--- config.mk ---
export PLATFORM = sky130hd
export DESIGN_NAME = ldst_tile
export DESIGN_NICKNAME = d
export VERILOG_FILES = /design/src/ctrl_pkg.sv /design/src/tile_pkg.sv /design/src/tile_cfg_if.sv /design/src/config_store.sv /design/src/const_regfile.sv /design/src/ldst_engine.sv /design/src/ldst_tile.sv /design/src/operand_xbar.sv
export SDC_FILE = /design/constraint.sdc
export NUM_CORES = 1
export LEC_CHECK = 0
export BUFFER_PORTS_ARGS = -buffer_cell sky130_fd_sc_hd__buf_4
export CORE_UTILIZATION = 62
export DETAILED_ROUTE_END_ITERATION = 12
export GPL_TIMING_DRIVEN = 0
export PLACE_DENSITY = 0.85
export SKIP_LAST_GASP = 1
export SLEW_MARGIN = 20
export SYNTH_ARGS = -nofsm -noshare
export SYNTH_HDL_FRONTEND = slang
export SYNTH_SLANG_ARGS = --single-unit
--- constraint.sdc ---
create_clock -name clk_nop -period 6.7 [get_ports clk_nop]
set_input_delay 0.335 -clock clk_nop [delete_from_list [all_inputs] [get_ports clk_nop]]
set_output_delay 0.335 -clock clk_nop [all_outputs]
set_load 0.03 [all_outputs]
--- src/ctrl_pkg.sv ---
`default_nettype none

package ctrl_pkg;

    // route selector width
    parameter int SEL_BITS = 3;

    // sources a selector can name
    typedef enum logic [SEL_BITS-1:0] {
        SRC_IN0     = 3'd0,
        SRC_IN1     = 3'd1,
        SRC_IN2     = 3'd2,
        SRC_IN3     = 3'd3,
        SRC_RESULT  = 3'd4,
        SRC_DELAYED = 3'd5,
        SRC_RSVD    = 3'd6,
        SRC_NONE    = 3'd7
    } route_src_e;

    // unlisted codes behave as nop
    typedef enum logic [2:0] {
        OP_NOP   = 3'd0,
        OP_LOAD  = 3'd1,
        OP_STORE = 3'd3
    } ldst_op_e;

    // ----------------------------------------
    // 40-bit configuration word
    // ----------------------------------------
    // routing half on top, one nibble per neighbour output, selector in its low bits
    typedef struct packed {
        logic [3:0][3:0] route;
        logic [3:0]      rsvd_hi;
        logic            pred_inv;
        logic            rsvd_18;
        logic [2:0]      opcode;
        logic [2:0]      const_idx;
        logic            rsvd_11;
        logic [2:0]      pred_sel;
        logic            rsvd_7;
        logic [2:0]      lhs_sel;
        logic            rsvd_3;
        logic [2:0]      rhs_sel;
    } cfg_word_t;

endpackage

`default_nettype wire

--- src/tile_pkg.sv ---
`default_nettype none

package tile_pkg;

    // datapath word
    parameter int DATA_WIDTH = 16;

    // one data-memory word, same as the datapath here
    parameter int DM_WIDTH = 16;

    // valid sits above the data word, 17 bits in all
    typedef struct packed {
        logic                  valid;
        logic [DATA_WIDTH-1:0] data;
    } flit_t;

endpackage

`default_nettype wire

--- src/tile_cfg_if.sv ---
`timescale 1ns/1ps
`default_nettype none

interface tile_cfg_if #(
    parameter int CONST_DEPTH = 8
);
    import ctrl_pkg::*;

    localparam int IDX_BITS = $clog2(CONST_DEPTH);

    // routing for the four neighbour outputs
    route_src_e             route_sel [0:3];

    // operand slots
    route_src_e             rhs_sel;
    route_src_e             lhs_sel;
    route_src_e             pred_sel;

    ldst_op_e               opcode;
    logic [IDX_BITS-1:0]    const_idx;
    logic                   pred_inv;
    logic                   exec;

    modport src (
        output route_sel, rhs_sel, lhs_sel, pred_sel,
        output opcode, const_idx, pred_inv, exec
    );

    modport xbar (
        input route_sel, rhs_sel, lhs_sel, pred_sel
    );

    modport engine (
        input opcode, const_idx, pred_inv, exec, pred_sel
    );

endinterface

`default_nettype wire

--- src/config_store.sv ---
`timescale 1ns/1ps
`default_nettype none

module config_store #(
    parameter int CFG_DEPTH = 8
) (
    input  wire                          clk_nop,
    input  wire                          rstn_s,
    input  wire                          i_start_exec,
    input  wire [$clog2(CFG_DEPTH)-1:0]  i_loop_end,
    input  wire                          i_cfg_wr,
    input  wire [$clog2(CFG_DEPTH)-1:0]  i_cfg_addr,
    input  wire ctrl_pkg::cfg_word_t     i_cfg_word,
    tile_cfg_if.src                      cfg
);
    import ctrl_pkg::*;

    localparam int PC_BITS = $clog2(CFG_DEPTH);

    // every selector on none, opcode nop
    localparam cfg_word_t CFG_IDLE = 40'h7777_00_0777;

    cfg_word_t           cfg_mem [CFG_DEPTH];
    logic [PC_BITS-1:0]  pc;
    cfg_word_t           cur;

    // ----------------------------------------
    // config memory, written only while idle
    // ----------------------------------------
    always_ff @(posedge clk_nop or negedge rstn_s) begin
        if (!rstn_s) begin
            for (int i = 0; i < CFG_DEPTH; i++) begin
                cfg_mem[i] <= CFG_IDLE;
            end
        end else if (i_cfg_wr && !i_start_exec) begin
            cfg_mem[i_cfg_addr] <= i_cfg_word;
        end
    end

    // program counter, held at 0 while idle
    always_ff @(posedge clk_nop or negedge rstn_s) begin
        if (!rstn_s) begin
            pc <= '0;
        end else if (!i_start_exec) begin
            pc <= '0;
        end else if (pc == i_loop_end) begin
            pc <= '0;
        end else begin
            pc <= pc + 1'b1;
        end
    end

    assign cur = cfg_mem[pc];

    // ----------------------------------------
    // field decode
    // ----------------------------------------
    always_comb begin
        for (int n = 0; n < 4; n++) begin
            cfg.route_sel[n] = route_src_e'(cur.route[n][SEL_BITS-1:0]);
        end
        cfg.rhs_sel   = route_src_e'(cur.rhs_sel);
        cfg.lhs_sel   = route_src_e'(cur.lhs_sel);
        cfg.pred_sel  = route_src_e'(cur.pred_sel);
        cfg.opcode    = ldst_op_e'(cur.opcode);
        cfg.const_idx = cur.const_idx;
        cfg.pred_inv  = cur.pred_inv;
    end

    assign cfg.exec = i_start_exec;

endmodule

`default_nettype wire

--- src/const_regfile.sv ---
`timescale 1ns/1ps
`default_nettype none

module const_regfile #(
    parameter int CONST_DEPTH = 8
) (
    input  wire                             clk_nop,
    input  wire                             rstn_s,
    input  wire                             i_start_exec,
    input  wire                             i_const_wr,
    input  wire [$clog2(CONST_DEPTH)-1:0]   i_const_addr,
    input  wire [tile_pkg::DATA_WIDTH-1:0]  i_const_data,
    input  wire [$clog2(CONST_DEPTH)-1:0]   i_const_idx,
    output logic [tile_pkg::DATA_WIDTH-1:0] o_const
);
    import tile_pkg::*;

    logic [DATA_WIDTH-1:0] const_regs [CONST_DEPTH];

    // loaded before execution starts
    always_ff @(posedge clk_nop or negedge rstn_s) begin
        if (!rstn_s) begin
            for (int i = 0; i < CONST_DEPTH; i++) begin
                const_regs[i] <= '0;
            end
        end else if (i_const_wr && !i_start_exec) begin
            const_regs[i_const_addr] <= i_const_data;
        end
    end

    // index comes from the current config entry
    assign o_const = const_regs[i_const_idx];

endmodule

`default_nettype wire

--- src/ldst_engine.sv ---
`timescale 1ns/1ps
`default_nettype none

module ldst_engine #(
    parameter int DM_ADDR_BITS = 8
) (
    input  wire                             clk_nop,
    input  wire                             rstn_s,
    input  wire tile_pkg::flit_t            i_rhs,
    input  wire tile_pkg::flit_t            i_lhs,
    input  wire tile_pkg::flit_t            i_pred,
    input  wire [tile_pkg::DATA_WIDTH-1:0]  i_const,
    input  wire [tile_pkg::DM_WIDTH-1:0]    i_dm_rdata,
    output logic [DM_ADDR_BITS-1:0]         o_dm_addr,
    output logic [tile_pkg::DM_WIDTH-1:0]   o_dm_wdata,
    output logic [tile_pkg::DM_WIDTH-1:0]   o_dm_bit_en,
    output logic                            o_dm_rd_en_n,
    output logic                            o_dm_wr_en_n,
    output tile_pkg::flit_t                 o_result,
    output tile_pkg::flit_t                 o_delayed,
    tile_cfg_if.engine                      cfg
);
    import tile_pkg::*;
    import ctrl_pkg::*;

    logic                     is_load;
    logic                     is_store;
    logic                     pred_hit;
    logic                     pred_ok;
    logic                     do_exec;
    logic [DM_ADDR_BITS-1:0]  eff_addr;
    logic                     load_pend;
    flit_t                    result_q;
    flit_t                    delayed_q;

    // ----------------------------------------
    // execute decision
    // ----------------------------------------
    assign is_load  = (cfg.opcode == OP_LOAD);
    assign is_store = (cfg.opcode == OP_STORE);

    // valid predicate with nonzero data, optionally inverted
    assign pred_hit = (i_pred.valid && (|i_pred.data)) ^ cfg.pred_inv;

    // no predicate routed means always go
    assign pred_ok  = (cfg.pred_sel == SRC_NONE) || (cfg.pred_sel == SRC_RSVD) || pred_hit;

    assign do_exec  = cfg.exec && (is_load || is_store) && i_rhs.valid
                      && (!is_store || i_lhs.valid) && pred_ok;

    // base from rhs, offset from the constant file
    assign eff_addr = i_rhs.data[DM_ADDR_BITS-1:0] + i_const[DM_ADDR_BITS-1:0];

    // ----------------------------------------
    // memory port, same cycle as the decision
    // ----------------------------------------
    always_comb begin
        o_dm_rd_en_n = 1'b1;
        o_dm_wr_en_n = 1'b1;
        o_dm_addr    = '0;
        o_dm_wdata   = '0;
        o_dm_bit_en  = '0;
        if (do_exec) begin
            o_dm_addr = eff_addr;
            if (is_store) begin
                o_dm_wr_en_n = 1'b0;
                o_dm_wdata   = i_lhs.data;
                o_dm_bit_en  = '1;
            end else begin
                o_dm_rd_en_n = 1'b0;
            end
        end
    end

    // read data shows up one cycle after issue
    always_ff @(posedge clk_nop or negedge rstn_s) begin
        if (!rstn_s) begin
            load_pend <= 1'b0;
        end else begin
            load_pend <= do_exec && is_load;
        end
    end

    // result holds until the next executed load
    always_ff @(posedge clk_nop or negedge rstn_s) begin
        if (!rstn_s) begin
            result_q <= '0;
        end else if (load_pend) begin
            result_q.valid <= 1'b1;
            result_q.data  <= i_dm_rdata;
        end
    end

    // one-cycle copy of the result
    always_ff @(posedge clk_nop or negedge rstn_s) begin
        if (!rstn_s) begin
            delayed_q <= '0;
        end else if (cfg.exec) begin
            delayed_q <= result_q;
        end
    end

    assign o_result  = result_q;
    assign o_delayed = delayed_q;

endmodule

`default_nettype wire

--- src/ldst_tile.sv ---
`timescale 1ns/1ps
`default_nettype none

module ldst_tile #(
    parameter int CFG_DEPTH    = 8,
    parameter int CONST_DEPTH  = 8,
    parameter int DM_ADDR_BITS = 8
) (
    input  wire                             clk_nop,
    input  wire                             rstn_s,
    input  wire                             i_start_exec,
    input  wire [$clog2(CFG_DEPTH)-1:0]     i_loop_end,
    input  wire                             i_cfg_wr,
    input  wire [$clog2(CFG_DEPTH)-1:0]     i_cfg_addr,
    input  wire ctrl_pkg::cfg_word_t        i_cfg_word,
    input  wire                             i_const_wr,
    input  wire [$clog2(CONST_DEPTH)-1:0]   i_const_addr,
    input  wire [tile_pkg::DATA_WIDTH-1:0]  i_const_data,
    input  wire tile_pkg::flit_t            i_flit_in_0,
    input  wire tile_pkg::flit_t            i_flit_in_1,
    input  wire tile_pkg::flit_t            i_flit_in_2,
    input  wire tile_pkg::flit_t            i_flit_in_3,
    output tile_pkg::flit_t                 o_flit_out_0,
    output tile_pkg::flit_t                 o_flit_out_1,
    output tile_pkg::flit_t                 o_flit_out_2,
    output tile_pkg::flit_t                 o_flit_out_3,
    input  wire [tile_pkg::DM_WIDTH-1:0]    i_dm_rdata,
    output logic [DM_ADDR_BITS-1:0]         o_dm_addr,
    output logic [tile_pkg::DM_WIDTH-1:0]   o_dm_wdata,
    output logic [tile_pkg::DM_WIDTH-1:0]   o_dm_bit_en,
    output logic                            o_dm_rd_en_n,
    output logic                            o_dm_wr_en_n
);
    import tile_pkg::*;

    flit_t                 flit_in  [0:3];
    flit_t                 flit_out [0:3];
    flit_t                 op_rhs;
    flit_t                 op_lhs;
    flit_t                 op_pred;
    flit_t                 result;
    flit_t                 delayed;
    logic [DATA_WIDTH-1:0] const_val;

    // neighbour ports to arrays
    assign flit_in[0]   = i_flit_in_0;
    assign flit_in[1]   = i_flit_in_1;
    assign flit_in[2]   = i_flit_in_2;
    assign flit_in[3]   = i_flit_in_3;
    assign o_flit_out_0 = flit_out[0];
    assign o_flit_out_1 = flit_out[1];
    assign o_flit_out_2 = flit_out[2];
    assign o_flit_out_3 = flit_out[3];

    // decoded current entry
    tile_cfg_if #(.CONST_DEPTH(CONST_DEPTH)) cfg_bus ();

    config_store #(.CFG_DEPTH(CFG_DEPTH)) u_config_store (
        .clk_nop      (clk_nop),
        .rstn_s       (rstn_s),
        .i_start_exec (i_start_exec),
        .i_loop_end   (i_loop_end),
        .i_cfg_wr     (i_cfg_wr),
        .i_cfg_addr   (i_cfg_addr),
        .i_cfg_word   (i_cfg_word),
        .cfg          (cfg_bus.src)
    );

    const_regfile #(.CONST_DEPTH(CONST_DEPTH)) u_const_regfile (
        .clk_nop      (clk_nop),
        .rstn_s       (rstn_s),
        .i_start_exec (i_start_exec),
        .i_const_wr   (i_const_wr),
        .i_const_addr (i_const_addr),
        .i_const_data (i_const_data),
        .i_const_idx  (cfg_bus.const_idx),
        .o_const      (const_val)
    );

    operand_xbar u_operand_xbar (
        .i_flit_in  (flit_in),
        .i_result   (result),
        .i_delayed  (delayed),
        .o_flit_out (flit_out),
        .o_rhs      (op_rhs),
        .o_lhs      (op_lhs),
        .o_pred     (op_pred),
        .cfg        (cfg_bus.xbar)
    );

    ldst_engine #(.DM_ADDR_BITS(DM_ADDR_BITS)) u_ldst_engine (
        .clk_nop      (clk_nop),
        .rstn_s       (rstn_s),
        .i_rhs        (op_rhs),
        .i_lhs        (op_lhs),
        .i_pred       (op_pred),
        .i_const      (const_val),
        .i_dm_rdata   (i_dm_rdata),
        .o_dm_addr    (o_dm_addr),
        .o_dm_wdata   (o_dm_wdata),
        .o_dm_bit_en  (o_dm_bit_en),
        .o_dm_rd_en_n (o_dm_rd_en_n),
        .o_dm_wr_en_n (o_dm_wr_en_n),
        .o_result     (result),
        .o_delayed    (delayed),
        .cfg          (cfg_bus.engine)
    );

endmodule

`default_nettype wire

--- src/operand_xbar.sv ---
`timescale 1ns/1ps
`default_nettype none

module operand_xbar (
    input  wire tile_pkg::flit_t  i_flit_in [0:3],
    input  wire tile_pkg::flit_t  i_result,
    input  wire tile_pkg::flit_t  i_delayed,
    output tile_pkg::flit_t       o_flit_out [0:3],
    output tile_pkg::flit_t       o_rhs,
    output tile_pkg::flit_t       o_lhs,
    output tile_pkg::flit_t       o_pred,
    tile_cfg_if.xbar              cfg
);
    import tile_pkg::*;
    import ctrl_pkg::*;

    localparam int NUM_SRC = 2 ** SEL_BITS;

    // one entry per selector code
    flit_t src_tbl [NUM_SRC];

    // ----------------------------------------
    // source table
    // ----------------------------------------
    always_comb begin
        for (int i = 0; i < 4; i++) begin
            src_tbl[i] = i_flit_in[i];
        end
        src_tbl[SRC_RESULT]  = i_result;
        src_tbl[SRC_DELAYED] = i_delayed;
        // code 6 behaves as none
        src_tbl[SRC_RSVD]    = '0;
        src_tbl[SRC_NONE]    = '0;
    end

    // ----------------------------------------
    // seven identical muxes
    // ----------------------------------------
    always_comb begin
        for (int o = 0; o < 4; o++) begin
            o_flit_out[o] = src_tbl[cfg.route_sel[o]];
        end
    end

    // operand slots for the engine
    assign o_rhs  = src_tbl[cfg.rhs_sel];
    assign o_lhs  = src_tbl[cfg.lhs_sel];
    assign o_pred = src_tbl[cfg.pred_sel];

endmodule

`default_nettype wire

==> results by group, run 1 <==
Status
  • Status: finished, final reports clean

Routing
  • Vias per Instance: 6.701
  • Routed Antenna Nets: 0
  • Routed vias: 16,477
  • DRT iter0 DRCs: 1,736
  • DR WL/cell: 27.29 um
  • Final WL: 67,110 um
  • # DRC: 0
  • DR pass1 iterations: 6

Floorplanning
  • Ports: 264
  • Die Wd: 183.4 um
  • Die area: 0.03364 mm^2
  • FP Rows: 66
  • Initial core utilization: 0.6287
  • CORE AREA: 0.03245 mm^2
  • Die Ht: 183.4 um

STA
  • Slew HR: 0.2103
  • Worst Skew: 0.01031 ns
  • Min Clock Period, post-route: 6.236 ns
  • Final setup margin: 0.4635 ns
  • Highest achievable clock rate: 160.3 MHz
  • Final Max Slew Viols: 0
  • Fin Setup TNS: 0 ns
  • Count of final setup violators: 0
  • RSZ-0062 raised after global routing: no
  • Final Hold Vio Count: 0
  • Final hold slack: 0.03004 ns
  • Slew @ Worst Pin: 1.152 ns
  • Final worst path period share: 0.9308

Worst setup path
  • WP data required: 6.36 ns
  • Worst reg2reg path depth: 10
  • R2r startpoint: u_config_store.pc[2]
  • CP Capture Type: output port
  • Crit-path cells: clkbuf_1, buf_2, buf_2, mux4_2, mux2i_1, buf_2, mux2i_1, a21oi_1, mux2i_1, inv_1, ha_1, a21o_1, a21o_1, a21o_1, a21oi_1, o21bai_1, a21oi_1, xnor2_1, and2_1, buf_4
  • CP max stage cell: mux2i_1
  • R2r setup slk: 3.34 ns
  • CP Launch Type: flip-flop
  • Delay-heaviest family, CP: buffers and inverters
  • Buffers and inverters on the worst path: 6
  • Crit path max fanout: 10
  • Crit-path max cell delay: 0.49 ns
  • Crit. Startpoint: u_config_store.pc[1]
  • Reg-to-reg endpoint: u_ldst_engine.load_pend
  • Arr. time, crit path: 5.90 ns
  • WS Path Type: flip-flop to output port

Synth
  • Synth area leader: mux2_2
  • Post-synth top area share: 0.2235
  • Synth cell count leaders: mux2_2, mux2i_1, dfstp_2
  • Top cells by area, synth: mux2_2, dfstp_2, dfrtp_1, mux2i_1, mux4_2
  • Post-synthesis cell type count: 55
  • Ys Warns: 0
  • Mapped Cells: 1,707
  • Synth Net Count: 1,870
  • Mean Syn Cell Area: 11.95 um^2
  • Sequential area share after synthesis: 0.4101
  • Asr flop ratio synth: 1.000
  • Count leader, synth: mux2_2
  • Netlist Area Pre-Place: 0.02040 mm^2
  • Primary FF master, synth: dfstp_2
  • Yosys reg bits: 326
  • Post-synth EDFFs: 0

Clocking
  • Clk root buf: clkbuf_16
  • Clk_lat worst skew: 0.54 ns
  • Resize count post-CTS: 0
  • CTS sink cnt: 326
  • Num CTS Buffers: 35
  • H-tree depth: 2
  • Reg clk slew, reported paths: 0.06 ns
  • CTS tree: done
  • Clock Path Buffers: 3

Cells and area
  • Share of layout cells above drive strength 1: 0.4965
  • Final Cell Area: 0.02402 mm^2
  • Final Util: 0.7400
  • Layout net count: 2,152
  • Fillers: 2,173
  • Non-Filler Instances: 2,459
  • P&R area growth vs syn: 17.70%

Global route
  • Initial antenna violation count: 2
  • Largest net degree at the start of global routing: 97
  • GRT overflow: 0
  • Vias in the first global route: 16,603
  • Global-route wire length before repair: 100,700 um
  • Total GRT Usage: 0.4008

Pwr
  • Post-layout total power: 9.707 mW
  • Max VDD drop: 0.2630 mV
  • PwrDens: 404.2 mW/mm^2
  • Pleak: 10.41 nW

Place
  • Placed insts: 2,393
  • I/O Buffers: 241
  • Cell Area, Placed: 0.02287 mm^2
  • Setup WS pre-CTS: 1.205 ns
  • Routability congestion estimate: 1.020
  • Dpl hpwl: 47,160 um

Job
  • Max cap viols: 0

Worst hold path
  • Hold path cells: 2
  • Min-Delay Startpoint: i_dm_rdata[13]
  • Hold path endpoint: u_ldst_engine.o_result[13]
  • Worst hold path class: primary input to flip-flop
==> worst register-to-register path, cell delays in order (launching register included) <==
cell,delay (ns)
dfrtp_1,0.32
buf_2,0.28
buf_2,0.33
buf_2,0.40
nand2_1,0.13
o221ai_1,0.23
o21ai_0,0.15
o21ai_0,0.64
nand4_1,0.21
and4bb_4,0.43
and3_1,0.17
==> layout make-up <==
| class | count | area [um^2] | area share |
|---|---|---|---|
| Antenna cell | 1 | 2.502 | 0.0001042 |
| Buffer | 138 | 706.9 | 0.02944 |
| Clock buffer | 52 | 999.7 | 0.04163 |
| Clock inverter | 12 | 130.1 | 0.005418 |
| Inverter | 12 | 45.04 | 0.001876 |
| Multi-Input combinational cell | 1231 | 11300 | 0.4706 |
| Sequential cell | 326 | 8368 | 0.3484 |
| Tap cell | 442 | 553.0 | 0.02303 |
| Timing Repair Buffer | 245 | 1909 | 0.07950 |
==> repair_timing <==
item / CTS / global route
hold buffers: 1 / 0
hold endpoints to repair: 43 / 0
setup buffers: 0 / 0
==> cell families after synthesis <==
logic type / after synthesis / synth area share
DFF: 326 / 0.4101
and+or+nand+nor: 266 / 0.06279
xor gates and xnor gates: 10 / 0.004292
AOI/OAI and AO/OA: 260 / 0.08273
adders and majority gates: 9 / 0.005887
muxes: 686 / 0.3973
buffers and inverters: 150 / 0.03686
==> sequential cells by signal (all words and copies together) (netlist names) <==
signal and cells:
u_ldst_engine.load_pend 1, u_config_store.pc 3, u_ldst_engine.o_delayed 17, u_const_regfile.const_regs 64
u_config_store.cfg_mem 224, u_ldst_engine.o_result 17
==> power breakdown <==
part	leakage [nW]	switching, mW	total, mW	internal (mW)
logic	6.12	2.86	4.86	1.99
registers	3.75	0.344	2.95	2.60
clock network	0.550	0.818	1.90	1.09
total	10.4	4.03	9.71	5.68
==> layout by cell type, fill, tap and decap left out, types with 5 or more instances in the layout <==
master and count:
o21ai_0 26, o21ai_1 69, buf_1 15, nor2b_1 7, clkbuf_16 35, dfstp_2 168
mux2_1 27, a22oi_1 19, dfrtp_1 158, buf_2 28, nor2_1 31, nand2_1 142
o211ai_1 86, nand3b_1 6, buf_6 8, mux2i_4 5, nor4_1 24, clkbuf_8 6
nand2b_1 10, mux4_2 50, xnor2_1 5, and2_0 9, xor2_1 5, inv_1 10
clkbuf_1 73, a31oi_1 17, mux2i_2 5, a21oi_1 6, ha_1 8, mux2_2 405
mux2i_1 194, a211oi_1 18, clkinv_2 5, and2_1 14, buf_4 265
==> metal layers <==
metal	vias to the layer above	global-route usage	wire length [um]
met5	-	0	0
met4	0	0.1930	3304
met3	248	0.08936	6734
met2	1066	0.6277	30910
met1	8228	0.5293	26160
li1	6935	-	-
==> how the worst max path moves through the flow <==
stage / endpoint / slack (ns) / depth (start not counted)
global route: o_dm_addr[7] / 0.25 / 20
floorplan: o_dm_addr[7] / 2.17 / 20
CTS: o_dm_addr[7] / 0.56 / 20
global placement: o_dm_addr[7] / 1.35 / 20
detailed placement: o_dm_addr[7] / 1.21 / 21
finish: o_dm_addr[7] / 0.46 / 20
Power figures use the tool's default switching activity.
==> run 2, diff against run 1 <==
--- a/config.mk
+++ b/config.mk
@@ -6,10 +6,11 @@
 export NUM_CORES = 1
 export LEC_CHECK = 0
 export BUFFER_PORTS_ARGS = -buffer_cell sky130_fd_sc_hd__buf_4
-export CORE_UTILIZATION = 62
+export CORE_UTILIZATION = 50
 export DETAILED_ROUTE_END_ITERATION = 12
 export GPL_TIMING_DRIVEN = 0
-export PLACE_DENSITY = 0.85
+export PLACE_DENSITY = 0.71
+export REMOVE_ABC_BUFFERS = 1
 export SKIP_LAST_GASP = 1
 export SLEW_MARGIN = 20
 export SYNTH_ARGS = -nofsm -noshare
==> run 2 against run 1 <==
Effect of this change:
- flip-flop and latch count did not move
- utilization fell by 12 points
- worst setup slack improved by 0.15 ns
- register-to-register slack got worse by 1.1 ns
- fmax rose by 2.4%
- global-route usage fell by 11 points
==> results by group, run 2 (synthesis gave the netlist of run 1 again) <==
Worst setup path
  • CP Launch Type: flip-flop
  • Crit-path max cell delay: 0.78 ns (+0.29 ns)
  • Arr. time, crit path: 5.76 ns (-0.14 ns)
  • CP Capture Type: output port
  • WP data required: 6.36 ns (about the same)
  • Buffers and inverters on the worst path: 3 (-3)
  • Crit-path cells: buf_16, mux4_2, mux2i_4, inv_2, or2_0, o21ai_1, ha_1, a21o_1, a21o_1, a21o_1, a21oi_1, o21bai_1, a21oi_1, xnor2_1, and2_1, buf_4
  • CP dominant cell by count: a21o_1
  • Delay-heaviest family, CP: compound AO/OA/AOI/OAI gates
  • Crit path max fanout: 38 (+28)
  • CP max stage cell: dfrtp_4
  • WS Path Type: flip-flop to output port

Global route
  • Largest net degree at the start of global routing: 103 (+6.2%)
  • GRT overflow: 0 (unchanged)
  • Global-route wire length before repair: 92,490 um (-8.2%)
  • Initial antenna violation count: 1 (-1)
  • Total GRT Usage: 0.2863 (-0.1145)
  • Vias in the first global route: 15,666 (-5.6%)

Worst hold path
  • Worst hold path class: primary input to flip-flop

Clocking
  • H-tree depth: 2 (unchanged)
  • Post-CTS setup buffer count: 0 (unchanged)
  • Num CTS Buffers: 37 (+5.7%)
  • Clk root buf: clkbuf_16
  • Reg clk slew, reported paths: 0.06 ns (about the same)
  • CTS tree: done
  • Clk_lat worst skew: 0.52 ns (-0.02 ns)
  • Clock Path Buffers: 3 (unchanged)
  • CTS sink cnt: 326 (unchanged)
  • Resize count post-CTS: 0 (unchanged)

Place
  • Routability congestion estimate: 0.8803 (-14%)
  • Placed insts: 2,388 (-0.21%)
  • I/O Buffers: 243 (+0.83%)
  • Cell Area, Placed: 0.02344 mm^2 (+2.5%)
  • Dpl hpwl: 40,930 um (-13%)

STA
  • RSZ-0062 raised after global routing: no
  • Final worst path period share: 0.9090 (-0.02177)
  • Worst Skew: 0.007227 ns (-0.003084 ns)
  • Final Max Slew Viols: 0 (unchanged)
  • Count of final setup violators: 0 (unchanged)
  • Slew @ Worst Pin: 1.122 ns (-0.02994 ns)
  • Fin Setup TNS: 0 ns (unchanged)
  • Min Clock Period, post-route: 6.091 ns (-0.1458 ns)
  • Slew HR: 0.2522 (+0.04192)
  • Final Hold Vio Count: 0 (unchanged)
  • Highest achievable clock rate: 164.2 MHz (+2.4%)

Cells and area
  • Share of layout cells above drive strength 1: 0.5262 (+0.02962)
  • P&R area growth vs syn: 21.25%
  • Largest regs: u_config_store.cfg_mem: 224 flops, u_const_regfile.const_regs: 64 flops
  • Commonest non-fill, non-tap cells in the layout: mux2_2, buf_4, mux2i_1, dfstp_2, dfrtp_1
  • Final Cell Area: 0.02474 mm^2 (+3.0%)
  • Fillers: 3,120 (+44%)
  • Layout net count: 2,066 (-4.0%)
  • Register area: 0.008379 mm^2 (+0.13%)
  • Commonest non-fill, non-tap cell in the layout: mux2_2
  • Largest register by flop count: u_config_store.cfg_mem
  • Max reg flops: 224 (unchanged)
  • Non-Filler Instances: 2,458 (-0.041%)
  • Area occupied by multi-input gates: 0.01150 mm^2 (+1.8%)

Routing
  • # DRC: 0 (unchanged)
  • Vias per Instance: 6.216 (-7.2%)
  • Final WL: 59,580 um (-11%)
  • Routed Antenna Nets: 0 (unchanged)
  • DRT iter0 DRCs: 1,037 (-40%)
  • DR WL/cell: 24.24 um (-11%)
  • Routed vias: 15,279 (-7.3%)
  • DR pass1 iterations: 7 (+1)

Floorplanning
  • Die Wd: 204.0 um (+11%)
  • FP Rows: 73 (+11%)
  • Die area: 0.04162 mm^2 (+24%)
  • CORE AREA: 0.04001 mm^2 (+23%)
  • Die Ht: 204.0 um (+11%)
  • Initial core utilization: 0.5100 (-0.1187)
  • Ports: 264 (unchanged)

Pwr
  • Pleak: 10.61 nW (+1.9%)
  • Max VDD drop: 0.2500 mV (-4.9%)
  • PwrDens: 401.7 mW/mm^2 (-0.61%)

Job
  • Max cap viols: 0 (unchanged)

Status
  • Status: finished, final reports clean
run 2: path summary, 6_finish.rpt:
kind	start	end	slack, ns	cells after the start
setup / recovery	u_config_store.pc[0]	o_dm_addr[7]	0.61	16
hold / removal	i_dm_rdata[2]	u_ldst_engine.o_result[2]	0.05	2
setup reg to reg	u_config_store.pc[0]	u_ldst_engine.load_pend	2.26	8
hold reg to reg	u_const_regfile.const_regs[1]	u_const_regfile.const_regs[1]	0.50	1
max in group asynchronous	rstn_s	u_const_regfile.const_regs[67]	5.40	3
min in group asynchronous	rstn_s	u_config_store.cfg_mem[92]	0.38	2
run 2: metal layers:
metal  up-vias  part of all wire  GRT usage  wire [um]
met5         -                 0          0          0
met1      7787              0.43     0.3934      25650
met3       134             0.063    0.03938       3743
met2       559              0.47     0.4632      28290
li1       6799                 -          -          -
met4         0             0.032     0.1031       1895
run 2: metrics by stage:
step / hold slack, ns / worst slack [ns] / total power, mW / util
after detailed placement: 0.3572 / 1.206 / 7.791 / 0.5859
after floorplan: 0.03941 / -0.9787 / 6.064 / -
after global placement: 0.4793 / -3.699 / 7.455 / 0.5544
after global routing: 0.05062 / 0.2890 / 10.40 / 0.6183
after CTS: 0.03642 / 0.6467 / 9.919 / 0.6183
final: 0.05451 / 0.6094 / 9.938 / 0.6184
run 2: cell type report:
cell class,instances,area share
Multi-Input combinational cell,1231,0.4651
Sequential cell,326,0.3387
Timing Repair Buffer,295,0.1157
Clock buffer,60,0.05017
Tap cell,525,0.02655
Clock inverter,7,0.001821
Inverter,12,0.001821
Antenna cell,2,0.0002023
run 2: report_power, final:
| part | total, mW | internal [mW] | switching (mW) |
|---|---|---|---|
| logic | 4.86 | 2.21 | 2.64 |
| clock network | 2.10 | 1.27 | 0.828 |
| registers | 2.98 | 2.60 | 0.376 |
run 2: repair_timing:
| item | CTS | global route |
|---|---|---|
| hold endpoints to repair | 26 | 0 |
| setup endpoints to repair | 0 | 0 |
| hold buffers | 1 | 0 |
==> run 3, diff against run 2 <==
--- a/config.mk
+++ b/config.mk
@@ -9,10 +9,11 @@
 export CORE_UTILIZATION = 50
 export DETAILED_ROUTE_END_ITERATION = 12
 export GPL_TIMING_DRIVEN = 0
-export PLACE_DENSITY = 0.71
+export PLACE_DENSITY = 0.7
 export REMOVE_ABC_BUFFERS = 1
 export SKIP_LAST_GASP = 1
 export SLEW_MARGIN = 20
 export SYNTH_ARGS = -nofsm -noshare
 export SYNTH_HDL_FRONTEND = slang
+export SYNTH_HIERARCHICAL = 1
 export SYNTH_SLANG_ARGS = --single-unit
==> run 3 against run 2 <==
Effect of this change:
- first-iteration DRC count increased by 36%
- hold slack got worse by 0.023 ns
- die area up 5.4%
- utilization is 4.3 points lower
- critical endpoint is now o_dm_wdata[6]
- combinational power increased by 2%
- clock skew up 0.0031 ns
- clock power is 5% lower
- routed wire length grew 4.5%
- clock-buffer cell count fell by 8
- via count fell by 1.7%
- critical path depth decreased by 7
- largest cell class unchanged
- area after synthesis increased by 5.5%
- critical path type unchanged
==> results by group, run 3 <==
Worst setup path
  • CP Launch Type: flip-flop
  • WP data required: 6.36 ns (about the same)
  • R2r startpoint: u_config_store/pc[0]
  • R2r setup slk: 1.86 ns (-0.40 ns)
  • WS Path Type: flip-flop to output port
  • Crit. Startpoint: u_config_store/pc[0]
  • Buffers and inverters on the worst path: 2 (-1)
  • Delay-heaviest family, CP: simple AND/OR/NAND/NOR gates
  • Crit-path max cell delay: 0.90 ns (+0.12 ns)
  • Arr. time, crit path: 6.11 ns (+0.35 ns)
  • CP max stage cell: nand3_1
  • CP Capture Type: output port
  • Crit-path cells: buf_16, mux4_2, mux2_4, nand2b_1, o32a_1, o21ai_1, nand3_1, a211oi_1, buf_4
  • Crit path max fanout: 35 (-7.9%)

Place
  • I/O Buffers: 243 (unchanged)
  • Setup WS pre-CTS: 0.3569 ns (-0.8491 ns)
  • Dpl hpwl: 39,210 um (-4.2%)
  • Routability congestion estimate: 0.8346 (-5.2%)
  • Cell Area, Placed: 0.02308 mm^2 (-1.5%)
  • Placed insts: 2,266 (-5.1%)

Cells and area
  • Final Cell Area: 0.02431 mm^2 (-1.7%)
  • Largest register by flop count: u_config_store/cfg_mem
  • Fillers: 3,424 (+9.7%)
  • Commonest non-fill, non-tap cell in the layout: mux2i_1
  • Share of layout cells above drive strength 1: 0.4800 (-0.04620)
  • Final Util: 0.5757 (-0.04264)
  • Largest regs: u_config_store/cfg_mem: 224 flops, u_const_regfile/const_regs: 64 flops
  • P&R area growth vs syn: 12.98%
  • Max reg flops: 224 (unchanged)
  • Commonest non-fill, non-tap cells in the layout: mux2i_1, mux2_2, buf_4, dfstp_2, dfrtp_1
  • Non-Filler Instances: 2,336 (-5.0%)
  • Layout net count: 1,930 (-6.6%)

Routing
  • Routed vias: 15,023 (-1.7%)
  • Routed Antenna Nets: 0 (unchanged)
  • # DRC: 0 (unchanged)
  • Final WL: 62,230 um (+4.5%)
  • Vias per Instance: 6.431 (+3.5%)
  • DR WL/cell: 26.64 um (+9.9%)
  • DRT iter0 DRCs: 1,408 (+36%)
  • DR pass1 iterations: 6 (-1)

Clocking
  • Reg clk slew, reported paths: 0.06 ns (about the same)
  • Num CTS Buffers: 37 (unchanged)
  • Clk_lat worst skew: 0.54 ns (+0.02 ns)
  • CTS tree: done
  • CTS sink cnt: 326 (unchanged)
  • H-tree depth: 2 (unchanged)
  • Clock Path Buffers: 3 (unchanged)
  • Clk root buf: clkbuf_16

Pwr
  • Max VDD drop: 0.1850 mV (-26%)
  • Pleak: 10.13 nW (-4.6%)
  • PwrDens: 408.6 mW/mm^2 (+1.7%)

Synth
  • Mean Syn Cell Area: 13.16 um^2 (+10%)
  • Mapped Cells: 1,635 (-4.2%)
  • Netlist Area Pre-Place: 0.02152 mm^2 (+5.5%)
  • Ys Warns: 6 (+6)

STA
  • Final worst path period share: 0.9620 (+0.05293)
  • Slew HR: 0.1253 (-0.1269)
  • Fin Setup TNS: 0 ns (unchanged)
  • Slew @ Worst Pin: 1.312 ns (+0.1904 ns)
  • Final setup margin: 0.2547 ns (-0.3547 ns)
  • Final Hold Vio Count: 0 (unchanged)
  • Highest achievable clock rate: 155.2 MHz (-5.5%)
  • Worst Skew: 0.01034 ns (+0.003117 ns)
  • Final Max Slew Viols: 0 (unchanged)
  • Min Clock Period, post-route: 6.445 ns (+0.3547 ns)
  • RSZ-0062 raised after global routing: no
  • Count of final setup violators: 0 (unchanged)

Floorplanning
  • Die Ht: 209.5 um (+2.7%)
  • Initial core utilization: 0.5096 (about the same)
  • Die Wd: 209.5 um (+2.7%)
  • FP Rows: 75 (+2.7%)
  • Ports: 264 (unchanged)
  • Die area: 0.04387 mm^2 (+5.4%)
  • CORE AREA: 0.04223 mm^2 (+5.6%)

Global route
  • Total GRT Usage: 0.2801 (-0.006203)
  • Global-route wire length before repair: 94,530 um (+2.2%)
  • Largest net degree at the start of global routing: 107 (+3.9%)
  • Initial antenna violation count: 4 (+3)
  • GRT overflow: 0 (unchanged)
  • Vias in the first global route: 15,171 (-3.2%)

Status
  • Status: finished, final reports clean

Job
  • Max cap viols: 0 (unchanged)

Worst hold path
  • Min-Delay Startpoint: i_dm_rdata[9]
  • Worst hold path class: primary input to flip-flop
-- run 3: cell types whose count changed in the layout (fill, tap and decap cells not counted), sizes merged, moves of 19 or more --
cell	change
mux4	+22
o32a	+111
a22oi	-19
and2	-23
mux2i	+129
nor4	-20
mux2	-75
nand2	-133
nor2	-25
buf	-27
o211ai	-86
o21ai	+21
-- run 3: metal layers --
layer	global-route usage	wire (um)	vias up
met3	0.05043	4348	166
met4	0.1102	2300	6
li1	-	-	6555
met5	0	43	-
met1	0.3849	27030	7648
met2	0.4410	28510	648
-- run 3: area by class of cell --
cell class | count | area, um^2 | area share
Clock buffer | 52 | 1032 | 0.04246
Antenna cell | 1 | 2.502 | 0.0001029
Tap cell | 539 | 674.4 | 0.02774
Timing Repair Buffer | 268 | 2221 | 0.09135
Clock inverter | 16 | 165.2 | 0.006793
Inverter | 25 | 93.84 | 0.003860
Multi-Input combinational cell | 1109 | 11750 | 0.4831
Sequential cell | 326 | 8378 | 0.3446
-- run 3: path summary, 6_finish.rpt --
check	end	depth (start not counted)
hold / removal	u_ldst_engine/o_result[9]	2
hold reg to reg	u_config_store/cfg_mem[16]	1
max in group asynchronous	u_config_store/cfg_mem[124]	3
setup reg to reg	u_ldst_engine/load_pend	9
setup / recovery	o_dm_wdata[6]	9
min in group asynchronous	u_ldst_engine/o_result[2]	2
-- run 3: stage by stage --
step	hold WS (ns)	total power [mW]
floorplan	0.03941	6.248
global route	0.02017	10.33
detailed placement	0.2578	7.833
finish	0.03188	9.933
global placement	0.4635	7.681
CTS	0.01405	9.873
-- run 3: timing repair --
action                                  CTS  global route
cloned                                    0             0
endpoints found under the setup margin   16            16
buffers inserted                          0             0
gates resized for setup                   1             2
endpoints found under the hold margin    32             0
pin swaps                                 0             0
hold buffers                              1             0
-- run 3: report_power, final --
| part | switching, mW | internal [mW] | total [mW] | leakage [nW] |
|---|---|---|---|---|
| sequential | 0.365 | 2.61 | 2.97 | 3.75 |
| clock | 0.839 | 1.16 | 2.00 | 0.586 |
| combinational | 2.82 | 2.14 | 4.96 | 5.79 |
| total | 4.02 | 5.91 | 9.93 | 10.1 |
